**src/verilog/exu_pkg.sv**
```systemverilog
package exu_pkg;

    //////////////////////////////////////////////////
    // widths
    //////////////////////////////////////////////////

    parameter int xlen = 32;

    // includes the wrap bit.
    parameter int rob_width = 6;

    parameter int shamt_w = $clog2(xlen);

    //////////////////////////////////////////////////
    // shared types
    //////////////////////////////////////////////////

    typedef logic [xlen-1:0] data_t;

    typedef logic [rob_width-1:0] rob_idx_t;

    typedef enum logic [3:0] {
        op_add = 4'd0,
        op_sub = 4'd1,
        op_and = 4'd2,
        op_or  = 4'd3,
        op_xor = 4'd4,
        op_sll = 4'd5,
        op_srl = 4'd6,
        op_slt = 4'd7,
        // branches resolve to 1 when taken.
        op_beq = 4'd8,
        op_bne = 4'd9,
        op_blt = 4'd10
    } alu_op_t;

    function automatic logic is_branch(input alu_op_t op);
        logic br;
        br = (op == op_beq) || (op == op_bne) || (op == op_blt);
        return br;
    endfunction

endpackage

```
**src/verilog/alu_unit.sv**
```systemverilog
`timescale 1ns/1ps

module alu_unit (
    input  logic              clk,
    input  logic              rst,
    input  logic              iss_valid,
    input  exu_pkg::alu_op_t  iss_op,
    input  exu_pkg::data_t    iss_rs1,
    input  exu_pkg::data_t    iss_rs2,
    input  exu_pkg::rob_idx_t iss_rob,
    input  logic              iss_epoch,
    input  logic              iss_pred_taken,
    output logic              res_valid,
    output exu_pkg::rob_idx_t res_rob,
    output exu_pkg::data_t    res_data,
    output logic              sq_credit,
    output logic              redirect_valid,
    output exu_pkg::rob_idx_t redirect_rob,
    output logic              redirect_taken
);
    logic              s1_valid;
    exu_pkg::alu_op_t  s1_op;
    exu_pkg::data_t    s1_rs1;
    exu_pkg::data_t    s1_rs2;
    exu_pkg::rob_idx_t s1_rob;
    logic              s1_epoch;
    logic              s1_pred_taken;

    logic                        epoch;
    logic                        s1_live;
    logic                        s1_taken;
    logic                        s1_mispredict;
    logic [exu_pkg::shamt_w-1:0] shamt;
    exu_pkg::data_t              s1_result;

    //////////////////////////////////////////////////
    // stage 1
    //////////////////////////////////////////////////

    always_ff @(posedge clk) begin
        if (iss_valid) begin
            s1_op         <= iss_op;
            s1_rs1        <= iss_rs1;
            s1_rs2        <= iss_rs2;
            s1_rob        <= iss_rob;
            s1_epoch      <= iss_epoch;
            s1_pred_taken <= iss_pred_taken;
        end
    end

    // stale epoch means it follows a mispredict.
    assign s1_live = s1_valid && (s1_epoch == epoch);
    assign shamt   = s1_rs2[exu_pkg::shamt_w-1:0];

    always_comb begin
        case (s1_op)
            exu_pkg::op_beq: s1_taken = (s1_rs1 == s1_rs2);
            exu_pkg::op_bne: s1_taken = (s1_rs1 != s1_rs2);
            exu_pkg::op_blt: s1_taken = ($signed(s1_rs1) < $signed(s1_rs2));
            default:         s1_taken = 1'b0;
        endcase
    end

    always_comb begin
        case (s1_op)
            exu_pkg::op_add: s1_result = s1_rs1 + s1_rs2;
            exu_pkg::op_sub: s1_result = s1_rs1 - s1_rs2;
            exu_pkg::op_and: s1_result = s1_rs1 & s1_rs2;
            exu_pkg::op_or:  s1_result = s1_rs1 | s1_rs2;
            exu_pkg::op_xor: s1_result = s1_rs1 ^ s1_rs2;
            exu_pkg::op_sll: s1_result = s1_rs1 << shamt;
            exu_pkg::op_srl: s1_result = s1_rs1 >> shamt;
            exu_pkg::op_slt: s1_result = exu_pkg::data_t'($signed(s1_rs1) < $signed(s1_rs2));
            exu_pkg::op_beq,
            exu_pkg::op_bne,
            exu_pkg::op_blt: s1_result = exu_pkg::data_t'(s1_taken);
            default:         s1_result = '0;
        endcase
    end

    assign s1_mispredict = s1_live && exu_pkg::is_branch(s1_op)
                         && (s1_taken != s1_pred_taken);

    //////////////////////////////////////////////////
    // stage 2 and redirect
    //////////////////////////////////////////////////

    always_ff @(posedge clk) begin
        if (rst) begin
            s1_valid       <= 1'b0;
            epoch          <= 1'b0;
            res_valid      <= 1'b0;
            sq_credit      <= 1'b0;
            redirect_valid <= 1'b0;
        end else begin
            s1_valid       <= iss_valid;
            res_valid      <= s1_live;
            sq_credit      <= s1_valid && !s1_live;
            redirect_valid <= s1_mispredict;
            if (s1_mispredict) begin
                epoch <= ~epoch;
            end
        end
    end

    always_ff @(posedge clk) begin
        if (s1_live) begin
            res_rob  <= s1_rob;
            res_data <= s1_result;
        end
        if (s1_mispredict) begin
            redirect_rob   <= s1_rob;
            redirect_taken <= s1_taken;
        end
    end

endmodule

```
**src/verilog/exu_top.sv**
```systemverilog
`timescale 1ns/1ps

module exu_top #(
    parameter int iq_depth   = 4,
    parameter int buf_depth  = 4,
    parameter int wb_credits = 2
) (
    input  logic              clk,
    input  logic              rst,
    input  logic              disp_valid,
    input  exu_pkg::alu_op_t  disp_op,
    input  exu_pkg::data_t    disp_rs1,
    input  exu_pkg::data_t    disp_rs2,
    input  exu_pkg::rob_idx_t disp_rob,
    input  logic              disp_epoch,
    input  logic              disp_pred_taken,
    output logic              disp_credit,
    output logic              wb_valid,
    output exu_pkg::rob_idx_t wb_rob,
    output exu_pkg::data_t    wb_data,
    input  logic              wb_credit,
    output logic              redirect_valid,
    output exu_pkg::rob_idx_t redirect_rob,
    output logic              redirect_taken
);
    // issue side.
    logic              iss_valid;
    exu_pkg::alu_op_t  iss_op;
    exu_pkg::data_t    iss_rs1;
    exu_pkg::data_t    iss_rs2;
    exu_pkg::rob_idx_t iss_rob;
    logic              iss_epoch;
    logic              iss_pred_taken;

    // result side and returned slots.
    logic              res_valid;
    exu_pkg::rob_idx_t res_rob;
    exu_pkg::data_t    res_data;
    logic              buf_credit;
    logic              sq_credit;

    issue_queue #(
        .iq_depth  (iq_depth),
        .buf_depth (buf_depth)
    ) i_issue_queue (
        .clk             (clk),
        .rst             (rst),
        .disp_valid      (disp_valid),
        .disp_op         (disp_op),
        .disp_rs1        (disp_rs1),
        .disp_rs2        (disp_rs2),
        .disp_rob        (disp_rob),
        .disp_epoch      (disp_epoch),
        .disp_pred_taken (disp_pred_taken),
        .disp_credit     (disp_credit),
        .iss_valid       (iss_valid),
        .iss_op          (iss_op),
        .iss_rs1         (iss_rs1),
        .iss_rs2         (iss_rs2),
        .iss_rob         (iss_rob),
        .iss_epoch       (iss_epoch),
        .iss_pred_taken  (iss_pred_taken),
        .buf_credit      (buf_credit),
        .sq_credit       (sq_credit)
    );

    alu_unit i_alu_unit (
        .clk            (clk),
        .rst            (rst),
        .iss_valid      (iss_valid),
        .iss_op         (iss_op),
        .iss_rs1        (iss_rs1),
        .iss_rs2        (iss_rs2),
        .iss_rob        (iss_rob),
        .iss_epoch      (iss_epoch),
        .iss_pred_taken (iss_pred_taken),
        .res_valid      (res_valid),
        .res_rob        (res_rob),
        .res_data       (res_data),
        .sq_credit      (sq_credit),
        .redirect_valid (redirect_valid),
        .redirect_rob   (redirect_rob),
        .redirect_taken (redirect_taken)
    );

    result_buffer #(
        .buf_depth  (buf_depth),
        .wb_credits (wb_credits)
    ) i_result_buffer (
        .clk        (clk),
        .rst        (rst),
        .res_valid  (res_valid),
        .res_rob    (res_rob),
        .res_data   (res_data),
        .buf_credit (buf_credit),
        .wb_valid   (wb_valid),
        .wb_rob     (wb_rob),
        .wb_data    (wb_data),
        .wb_credit  (wb_credit)
    );

endmodule

```
**src/verilog/issue_queue.sv**
```systemverilog
`timescale 1ns/1ps

module issue_queue #(
    parameter int iq_depth  = 4,
    parameter int buf_depth = 4
) (
    input  logic              clk,
    input  logic              rst,
    input  logic              disp_valid,
    input  exu_pkg::alu_op_t  disp_op,
    input  exu_pkg::data_t    disp_rs1,
    input  exu_pkg::data_t    disp_rs2,
    input  exu_pkg::rob_idx_t disp_rob,
    input  logic              disp_epoch,
    input  logic              disp_pred_taken,
    output logic              disp_credit,
    output logic              iss_valid,
    output exu_pkg::alu_op_t  iss_op,
    output exu_pkg::data_t    iss_rs1,
    output exu_pkg::data_t    iss_rs2,
    output exu_pkg::rob_idx_t iss_rob,
    output logic              iss_epoch,
    output logic              iss_pred_taken,
    input  logic              buf_credit,
    input  logic              sq_credit
);
    localparam int ptr_w   = (iq_depth > 1) ? $clog2(iq_depth) : 1;
    localparam int cnt_w   = $clog2(iq_depth + 1);
    localparam int space_w = $clog2(buf_depth + 1);

    exu_pkg::alu_op_t  op_q    [iq_depth];
    exu_pkg::data_t    rs1_q   [iq_depth];
    exu_pkg::data_t    rs2_q   [iq_depth];
    exu_pkg::rob_idx_t rob_q   [iq_depth];
    logic              epoch_q [iq_depth];
    logic              pred_q  [iq_depth];

    logic [ptr_w-1:0]   wr_ptr;
    logic [ptr_w-1:0]   rd_ptr;
    logic [cnt_w-1:0]   count;
    logic [space_w-1:0] space_cnt;
    logic               issue;

    function automatic logic [ptr_w-1:0] ptr_inc(input logic [ptr_w-1:0] p);
        logic [ptr_w-1:0] n;
        n = (p == ptr_w'(iq_depth - 1)) ? '0 : p + 1'b1;
        return n;
    endfunction

    // head goes out while a result-buffer slot can be reserved.
    assign issue          = (count != '0) && (space_cnt != '0);
    assign iss_valid      = issue;
    assign iss_op         = op_q[rd_ptr];
    assign iss_rs1        = rs1_q[rd_ptr];
    assign iss_rs2        = rs2_q[rd_ptr];
    assign iss_rob        = rob_q[rd_ptr];
    assign iss_epoch      = epoch_q[rd_ptr];
    assign iss_pred_taken = pred_q[rd_ptr];

    always_ff @(posedge clk) begin
        if (disp_valid) begin
            op_q[wr_ptr]    <= disp_op;
            rs1_q[wr_ptr]   <= disp_rs1;
            rs2_q[wr_ptr]   <= disp_rs2;
            rob_q[wr_ptr]   <= disp_rob;
            epoch_q[wr_ptr] <= disp_epoch;
            pred_q[wr_ptr]  <= disp_pred_taken;
        end
    end

    always_ff @(posedge clk) begin
        if (rst) begin
            wr_ptr      <= '0;
            rd_ptr      <= '0;
            count       <= '0;
            disp_credit <= 1'b0;
            space_cnt   <= space_w'(buf_depth);
        end else begin
            if (disp_valid) begin
                wr_ptr <= ptr_inc(wr_ptr);
            end
            if (issue) begin
                rd_ptr <= ptr_inc(rd_ptr);
            end
            count       <= count + cnt_w'(disp_valid) - cnt_w'(issue);
            disp_credit <= issue;
            // slots come back on a pop or a squash.
            space_cnt   <= space_cnt - space_w'(issue)
                         + space_w'(buf_credit) + space_w'(sq_credit);
        end
    end

endmodule

```
**src/verilog/result_buffer.sv**
```systemverilog
`timescale 1ns/1ps

module result_buffer #(
    parameter int buf_depth  = 4,
    parameter int wb_credits = 2
) (
    input  logic              clk,
    input  logic              rst,
    input  logic              res_valid,
    input  exu_pkg::rob_idx_t res_rob,
    input  exu_pkg::data_t    res_data,
    output logic              buf_credit,
    output logic              wb_valid,
    output exu_pkg::rob_idx_t wb_rob,
    output exu_pkg::data_t    wb_data,
    input  logic              wb_credit
);
    localparam int ptr_w  = (buf_depth > 1) ? $clog2(buf_depth) : 1;
    localparam int cnt_w  = $clog2(buf_depth + 1);
    localparam int cred_w = $clog2(wb_credits + 1);

    exu_pkg::rob_idx_t rob_q  [buf_depth];
    exu_pkg::data_t    data_q [buf_depth];

    logic [ptr_w-1:0]  wr_ptr;
    logic [ptr_w-1:0]  rd_ptr;
    logic [cnt_w-1:0]  count;
    logic [cred_w-1:0] wb_cnt;
    logic              pop;

    function automatic logic [ptr_w-1:0] ptr_inc(input logic [ptr_w-1:0] p);
        logic [ptr_w-1:0] n;
        n = (p == ptr_w'(buf_depth - 1)) ? '0 : p + 1'b1;
        return n;
    endfunction

    // drains only while the consumer has room.
    assign pop      = (count != '0) && (wb_cnt != '0);
    assign wb_valid = pop;
    assign wb_rob   = rob_q[rd_ptr];
    assign wb_data  = data_q[rd_ptr];

    always_ff @(posedge clk) begin
        if (res_valid) begin
            rob_q[wr_ptr]  <= res_rob;
            data_q[wr_ptr] <= res_data;
        end
    end

    always_ff @(posedge clk) begin
        if (rst) begin
            wr_ptr     <= '0;
            rd_ptr     <= '0;
            count      <= '0;
            buf_credit <= 1'b0;
            wb_cnt     <= cred_w'(wb_credits);
        end else begin
            if (res_valid) begin
                wr_ptr <= ptr_inc(wr_ptr);
            end
            if (pop) begin
                rd_ptr <= ptr_inc(rd_ptr);
            end
            count      <= count + cnt_w'(res_valid) - cnt_w'(pop);
            buf_credit <= pop;
            wb_cnt     <= wb_cnt - cred_w'(pop) + cred_w'(wb_credit);
        end
    end

endmodule
```
**config.mk**
```make
export PLATFORM = sky130hd
export DESIGN_NAME = exu_top
export DESIGN_NICKNAME = d
export VERILOG_FILES = /design/src/verilog/exu_pkg.sv /design/src/verilog/alu_unit.sv /design/src/verilog/exu_top.sv /design/src/verilog/issue_queue.sv /design/src/verilog/result_buffer.sv
export SDC_FILE = /design/constraint.sdc
export NUM_CORES = 1
export LEC_CHECK = 0
export BUFFER_PORTS_ARGS = -buffer_cell sky130_fd_sc_hd__buf_2
export CORE_UTILIZATION = 60
export DETAILED_ROUTE_END_ITERATION = 7
export PLACE_DENSITY = 0.76
export SETUP_SLACK_MARGIN = 0.05
export SYNTH_ARGS = -nofsm -noshare
export SYNTH_HDL_FRONTEND = slang
export SYNTH_SLANG_ARGS = --single-unit
```
**constraint.sdc**
```tcl
create_clock -name clk -period 9.9 [get_ports clk]
set_input_delay 0.99 -clock clk [delete_from_list [all_inputs] [get_ports clk]]
set_output_delay 0.99 -clock clk [all_outputs]
set_load 0.005 [all_outputs]
```
==> results_dict.tcl, run 1 <==
set metrics [dict create \
    root_buffer "clkbuf_16" \
    maxCapViolCount 0 \
    layout_common_cells "edfxtp_1 (577), nor2_1 (153), mux4_2 (148)" \
    clkLatencyLatePin_ns 0.62 \
    grt_max_degree 61 \
    finClkSkew_ns 0.01816 \
    worstPathArrival_ns 4.83 \
    path_max_fanout 30 \
    viasPerCell 6.552 \
    clk_pin_slew_ns 0.06 \
    synth_edf_count 577 \
    period_share 0.4561 \
    fillers 3285 \
    antenna_found_initial 3 \
    cts_setup_buffers 0 \
    cts_tree "done" \
    yosysWarnings 0 \
    crit_chain "inv_2 > ha_1 > a211oi_1 > o211ai_1 > nand3_1 > o211a_1 > a31o_1 > o41ai_2 > inv_1 > a2111oi_0 > o32ai_1" \
    first_iter_violations 2309 \
    status "complete, no violations" \
    cts.repair.resized 0 \
    fin_cells 2829 \
    critPathKind "flip-flop to flip-flop" \
    boundaryPins 128 \
    critical-path-max-stage-delay_ns 0.90 \
    mostFrequentLayoutCell "edfxtp_1" \
    synth_top_cell_by_area "edfxtp_1" \
    ys_seq_elements 604 \
    drc 0 \
    hold_viol 0 \
    cts_buffers 56 \
    drive_gt1_frac 0.2058 \
    pre_cts_slack_ns 5.538 \
    syn_area_sq_um 29500 \
    syn_inst 2028 \
    cts_max_level 2 \
    port_buffers 127 \
    power_leakage_nw 11.43 \
    fin_tns_setup_ns 0 \
    synth_area_per_cell_sq_um 14.55 \
    ys.flop_type "edfxtp_1" \
    dpl.cell_count 2728 \
    critPathSlowestCell "edfxtp_1" \
    setup_viol 0 \
    rsz0062_at_grt "no" \
    max_slew_margin 0.2504 \
    finalCriticalPeriod_ns 4.515 \
    critPathLaunchType "flip-flop" \
    dieArea_sq_um 50060 \
    vias 18540 \
    grtUsageTotal 0.3261 \
    synth.area.top_cells "edfxtp_1 (59%), mux4_2 (11%), ha_1 (4.8%)" \
    wl_per_cell_microns 28.25 \
    die_height_microns 223.7 \
    powerDensity_nw_per_um2 369.2 \
    max_freq_mhz 221.5 \
    vdd_ir_drop_max_v 0.0002484 \
    dieWidth_microns 223.7 \
    ys_seq_area_frac 0.6056 \
    utilization 0.6734 \
    grt_pass1_vias 18820 \
    crit_path_end_kind "flip-flop" \
    fp.coreArea_sq_um 48150 \
    cts_buffer_depth 3 \
    finalMaxSlewViolations 0 \
    required_ns 10.22 \
    ys_types 98 \
    initial_utilization 0.6128 \
    fin_ws_ns 5.385 \
    place_hpwl_microns 55520 \
    synthesis.nets 2228 \
    drt-pass1-iter-count 6 \
    gp_congestion 1.021 \
    hold_buffers 0 \
    ant_nets 0 \
    synth_top_area_frac 0.5873 \
    hp-class "flip-flop to flip-flop" \
    drt_wl_total_microns 79930 \
    grt_pass1_wl_microns 119700 \
    worst_pin_slew_ns 1.122 \
    numClockSinks 604 \
    nNetsFinal 2330 \
    area_delta_synth_final_pct 9.898 \
    grt_overflow 0 \
    hold_slack_ns 0.4549 \
    row_count 80 \
    async_reset_ff_frac 0 \
]
==> cell type report <==
class                           instances  area, sq um  share of cell area
Clock inverter                         34        292.8            0.009030
Clock buffer                           66         1469             0.04530
Multi-Input combinational cell       1187        10620              0.3275
Tap cell                              656        820.8             0.02531
Antenna cell                            1        2.502          0.00007718
Inverter                              119        446.7             0.01378
Sequential cell                       604        17880              0.5513
Timing Repair Buffer                  162        898.4             0.02771
==> metrics by stage <==
step	instance area (sq um)	total power [W]
floorplan	29500	0.007926
global placement	30660	0.009734
detailed placement	30660	0.009770
CTS	32420	0.01186
global route	32420	0.01256
finish	32420	0.01197
==> synth_stat cells, types with 25 or more instances <==
| library cell | instances |
|---|---|
| nor3_1 | 37 |
| nor2_1 | 154 |
| edfxtp_1 | 577 |
| a22oi_1 | 25 |
| nand2_1 | 72 |
| o21ai_0 | 82 |
| mux2i_1 | 53 |
| mux4_2 | 148 |
| inv_1 | 115 |
| a21oi_1 | 120 |
| o211ai_1 | 25 |
| ha_1 | 114 |
| clkbuf_1 | 54 |
| dfxtp_1 | 27 |
==> registers in the layout, summed over array words and instances, names as in the netlist, 2 cells and up, named ones only <==
register                 cells
i_issue_queue.rs1_q        128
i_issue_queue.rs2_q        128
i_result_buffer.data_q     128
i_alu_unit.res_data         32
i_alu_unit.s1_rs1           32
i_alu_unit.s1_rs2           32
i_issue_queue.rob_q         24
i_result_buffer.rob_q       24
i_issue_queue.op_q          16
i_alu_unit.redirect_rob      6
i_alu_unit.res_rob           6
i_alu_unit.s1_rob            6
i_alu_unit.s1_op             4
i_issue_queue.epoch_q        4
i_issue_queue.pred_q         4
i_issue_queue.count          3
i_issue_queue.space_cnt      3
i_result_buffer.count        3
i_issue_queue.rd_ptr         2
i_issue_queue.wr_ptr         2
i_result_buffer.rd_ptr       2
i_result_buffer.wb_cnt       2
i_result_buffer.wr_ptr       2
==> routing by layer <==
metal  global-route usage  wire length (microns)
met5                    0                     13
met4               0.1091                   2458
met3              0.04079                   5536
met2               0.5340                  38820
met1               0.4575                  33100
==> logic make-up (layout without fill, tap and decap cells) <==
family                     count (synthesis)  in the layout  share of synthesized area
DFF                                      604            604                     0.6056
AOI/OAI and AO/OA                        454            454                     0.1046
and+or+nand+nor                          377            377                    0.05971
buffers and inverters                    237            381                    0.03571
muxes                                    207            207                     0.1334
adders and majority gates                120            120                    0.05242
xor gates and xnor gates                  29             29                   0.008609
other                                      0              1                          0
==> where the power goes <==
part	switching, W	total (W)	leakage (nW)	internal, W
clock	0.000902	0.00207	0.868	0.00116
sequential	0.000545	0.00395	5.55	0.00340
combinational	0.00372	0.00596	5.02	0.00224
==> worst paths after layout <==
kind,startpoint,end,slack (ns),depth (start not counted)
hold reg to reg,i_alu_unit.s1_rob[1],i_alu_unit.redirect_rob[1],0.45,0
hold / removal,i_alu_unit.s1_rob[1],i_alu_unit.redirect_rob[1],0.45,0
setup / recovery,i_alu_unit.s1_rs2[1],i_alu_unit.res_data[29],5.38,11
setup reg to reg,i_alu_unit.s1_rs2[1],i_alu_unit.res_data[29],5.38,11
==> worst max-delay path, delay by kind of cell, from the launching register on <==
family	cells	cell delay, ns
fa+ha+maj	1	0.51
flops	1	0.90
buf+inv	2	0.59
compound gates	7	2.07
simple gates	1	0.14
Note: power is estimated with default switching activity, not from simulation.
==> run 2, diff against run 1 <==
==> constraint.sdc (replaced) <==
create_clock -name clk -period 4.7 [get_ports clk]
set_input_delay 0.47 -clock clk [delete_from_list [all_inputs] [get_ports clk]]
set_output_delay 0.47 -clock clk [all_outputs]
set_load 0.005 [all_outputs]
==> results_dict.tcl, run 2 (synthesis gave the netlist of run 1 again) <==
set metrics [dict create \
    initial_utilization 0.6128 \
    path_max_fanout 13 \
    fp.coreArea_sq_um 48150 \
    vias 18610 \
    fillers 3289 \
    nNetsFinal 2360 \
    worst_pin_slew_ns 1.192 \
    period_share 0.8257 \
    hp-class "input port to flip-flop" \
    gp_congestion 1.027 \
    drc 0 \
    port_buffers 127 \
    max_slew_margin 0.2054 \
    powerDensity_nw_per_um2 777.0 \
    grt_overflow 0 \
    required_ns 5.01 \
    row_count 80 \
    multi_input_area_sq_um 10620 \
    hold_viol 0 \
    cts.repair.resized 0 \
    maxCapViolCount 0 \
    hold_slack_ns 0.06626 \
    power_leakage_nw 11.56 \
    critPathSlowestCell "or4_4" \
    boundaryPins 128 \
    grtUsageTotal 0.3188 \
    layout_common_cells "edfxtp_1 (577), nor2_1 (153), mux4_2 (148)" \
    finalCriticalPeriod_ns 3.881 \
    die_height_microns 223.7 \
    fin_tns_setup_ns 0 \
    place_hpwl_microns 55300 \
    register_area_sq_um 17880 \
    viasPerCell 6.507 \
    max_freq_mhz 257.7 \
    antenna_found_initial 2 \
    critPathBufInv 1 \
    ant_nets 0 \
    clkLatencyLatePin_ns 0.62 \
    area_delta_synth_final_pct 10.54 \
    critPathKind "flip-flop to flip-flop" \
    worstPathArrival_ns 4.19 \
    numClockSinks 604 \
    root_buffer "clkbuf_16" \
    hold_buffers 0 \
    grt_max_degree 67 \
    drt-pass1-iter-count 6 \
    cts_max_level 2 \
    dieArea_sq_um 50060 \
    critical-path-max-stage-delay_ns 0.62 \
    reg.largest.list "i_issue_queue.rs1_q: 128 flops, i_issue_queue.rs2_q: 128 flops, i_result_buffer.data_q: 128 flops" \
    dpl.cell_count 2758 \
    finalMaxSlewViolations 0 \
    cts_buffer_depth 3 \
    crit_path_end_kind "flip-flop" \
    grt_pass1_vias 18650 \
    fin_cells 2860 \
    crit_chain "inv_1 > ha_1 > or4_4 > nor3_1 > nand3_1 > a31oi_1 > o31ai_1 > o211ai_2 > a41oi_1 > a221oi_1 > o211ai_1" \
    drt_wl_total_microns 78450 \
    setup_viol 0 \
    cts_setup_buffers 0 \
    cts_buffers 56 \
    status "complete, no violations" \
    mostFrequentLayoutCell "edfxtp_1" \
    first_iter_violations 1912 \
    cp_top_family "compound AO/OA/AOI/OAI gates" \
    wl_per_cell_microns 27.43 \
    cts_tree "done" \
    rsz0062_at_grt "no" \
    clk_pin_slew_ns 0.08 \
    drive_gt1_frac 0.2156 \
    critPathLaunchType "flip-flop" \
    dieWidth_microns 223.7 \
    grt_pass1_wl_microns 117400 \
    finClkSkew_ns 0.03911 \
    vdd_ir_drop_max_v 0.0004171 \
]
==> run 2: final cells by class <==
type / instances / share of cell area
diodes: 1 / 0.00007673
clock inverters: 24 / 0.005409
multi-input cells: 1187 / 0.3256
inverters: 119 / 0.01370
clock buffers: 77 / 0.04677
repair buffers: 192 / 0.03522
well taps: 656 / 0.02517
flip-flops and latches: 604 / 0.5481
==> run 2: power by group <==
| group | leakage, nW | total [W] | switching (W) | internal (W) |
|---|---|---|---|---|
| Combinational | 5.17 | 0.0129 | 0.00801 | 0.00492 |
| Sequential | 5.55 | 0.00817 | 0.00100 | 0.00716 |
| Clock | 0.838 | 0.00425 | 0.00188 | 0.00237 |
==> run 2: worst paths after layout <==
check	start	endpoint	slack, ns	cells past startpoint
worst min-delay path	disp_rs2[10]	i_issue_queue.rs2_q[1][10]	0.07	1
worst max-delay path	i_alu_unit.s1_rs1[10]	i_alu_unit.res_data[26]	0.82	11
worst max register to register	i_alu_unit.s1_rs1[10]	i_alu_unit.res_data[26]	0.82	11
worst min register to register	i_alu_unit.s1_rob[1]	i_alu_unit.res_rob[1]	0.45	0
==> run 2: metrics by stage <==
stage	worst slack, ns	utilization	instance area [sq um]	total power [W]
6_report	0.8191	0.6774	32610	0.02534
5_1_grt	0.7040	0.6773	32610	0.02653
4_1_cts	0.8935	0.6773	32610	0.02509
3_5_place_dp	0.9254	0.6420	30910	0.02076
3_3_place_gp	0.9854	0.6420	30910	0.02070
2_1_floorplan	0.6117	-	29510	0.01667
==> run 2: metal layers <==
metal | wire length [microns] | GRT usage | vias to the layer above
met1 | 33050 | 0.4513 | 9379
met2 | 37140 | 0.5079 | 873
met5 | 13 | 0 | -
met3 | 5457 | 0.04853 | 153
met4 | 2784 | 0.1142 | 2
li1 | - | - | 8202
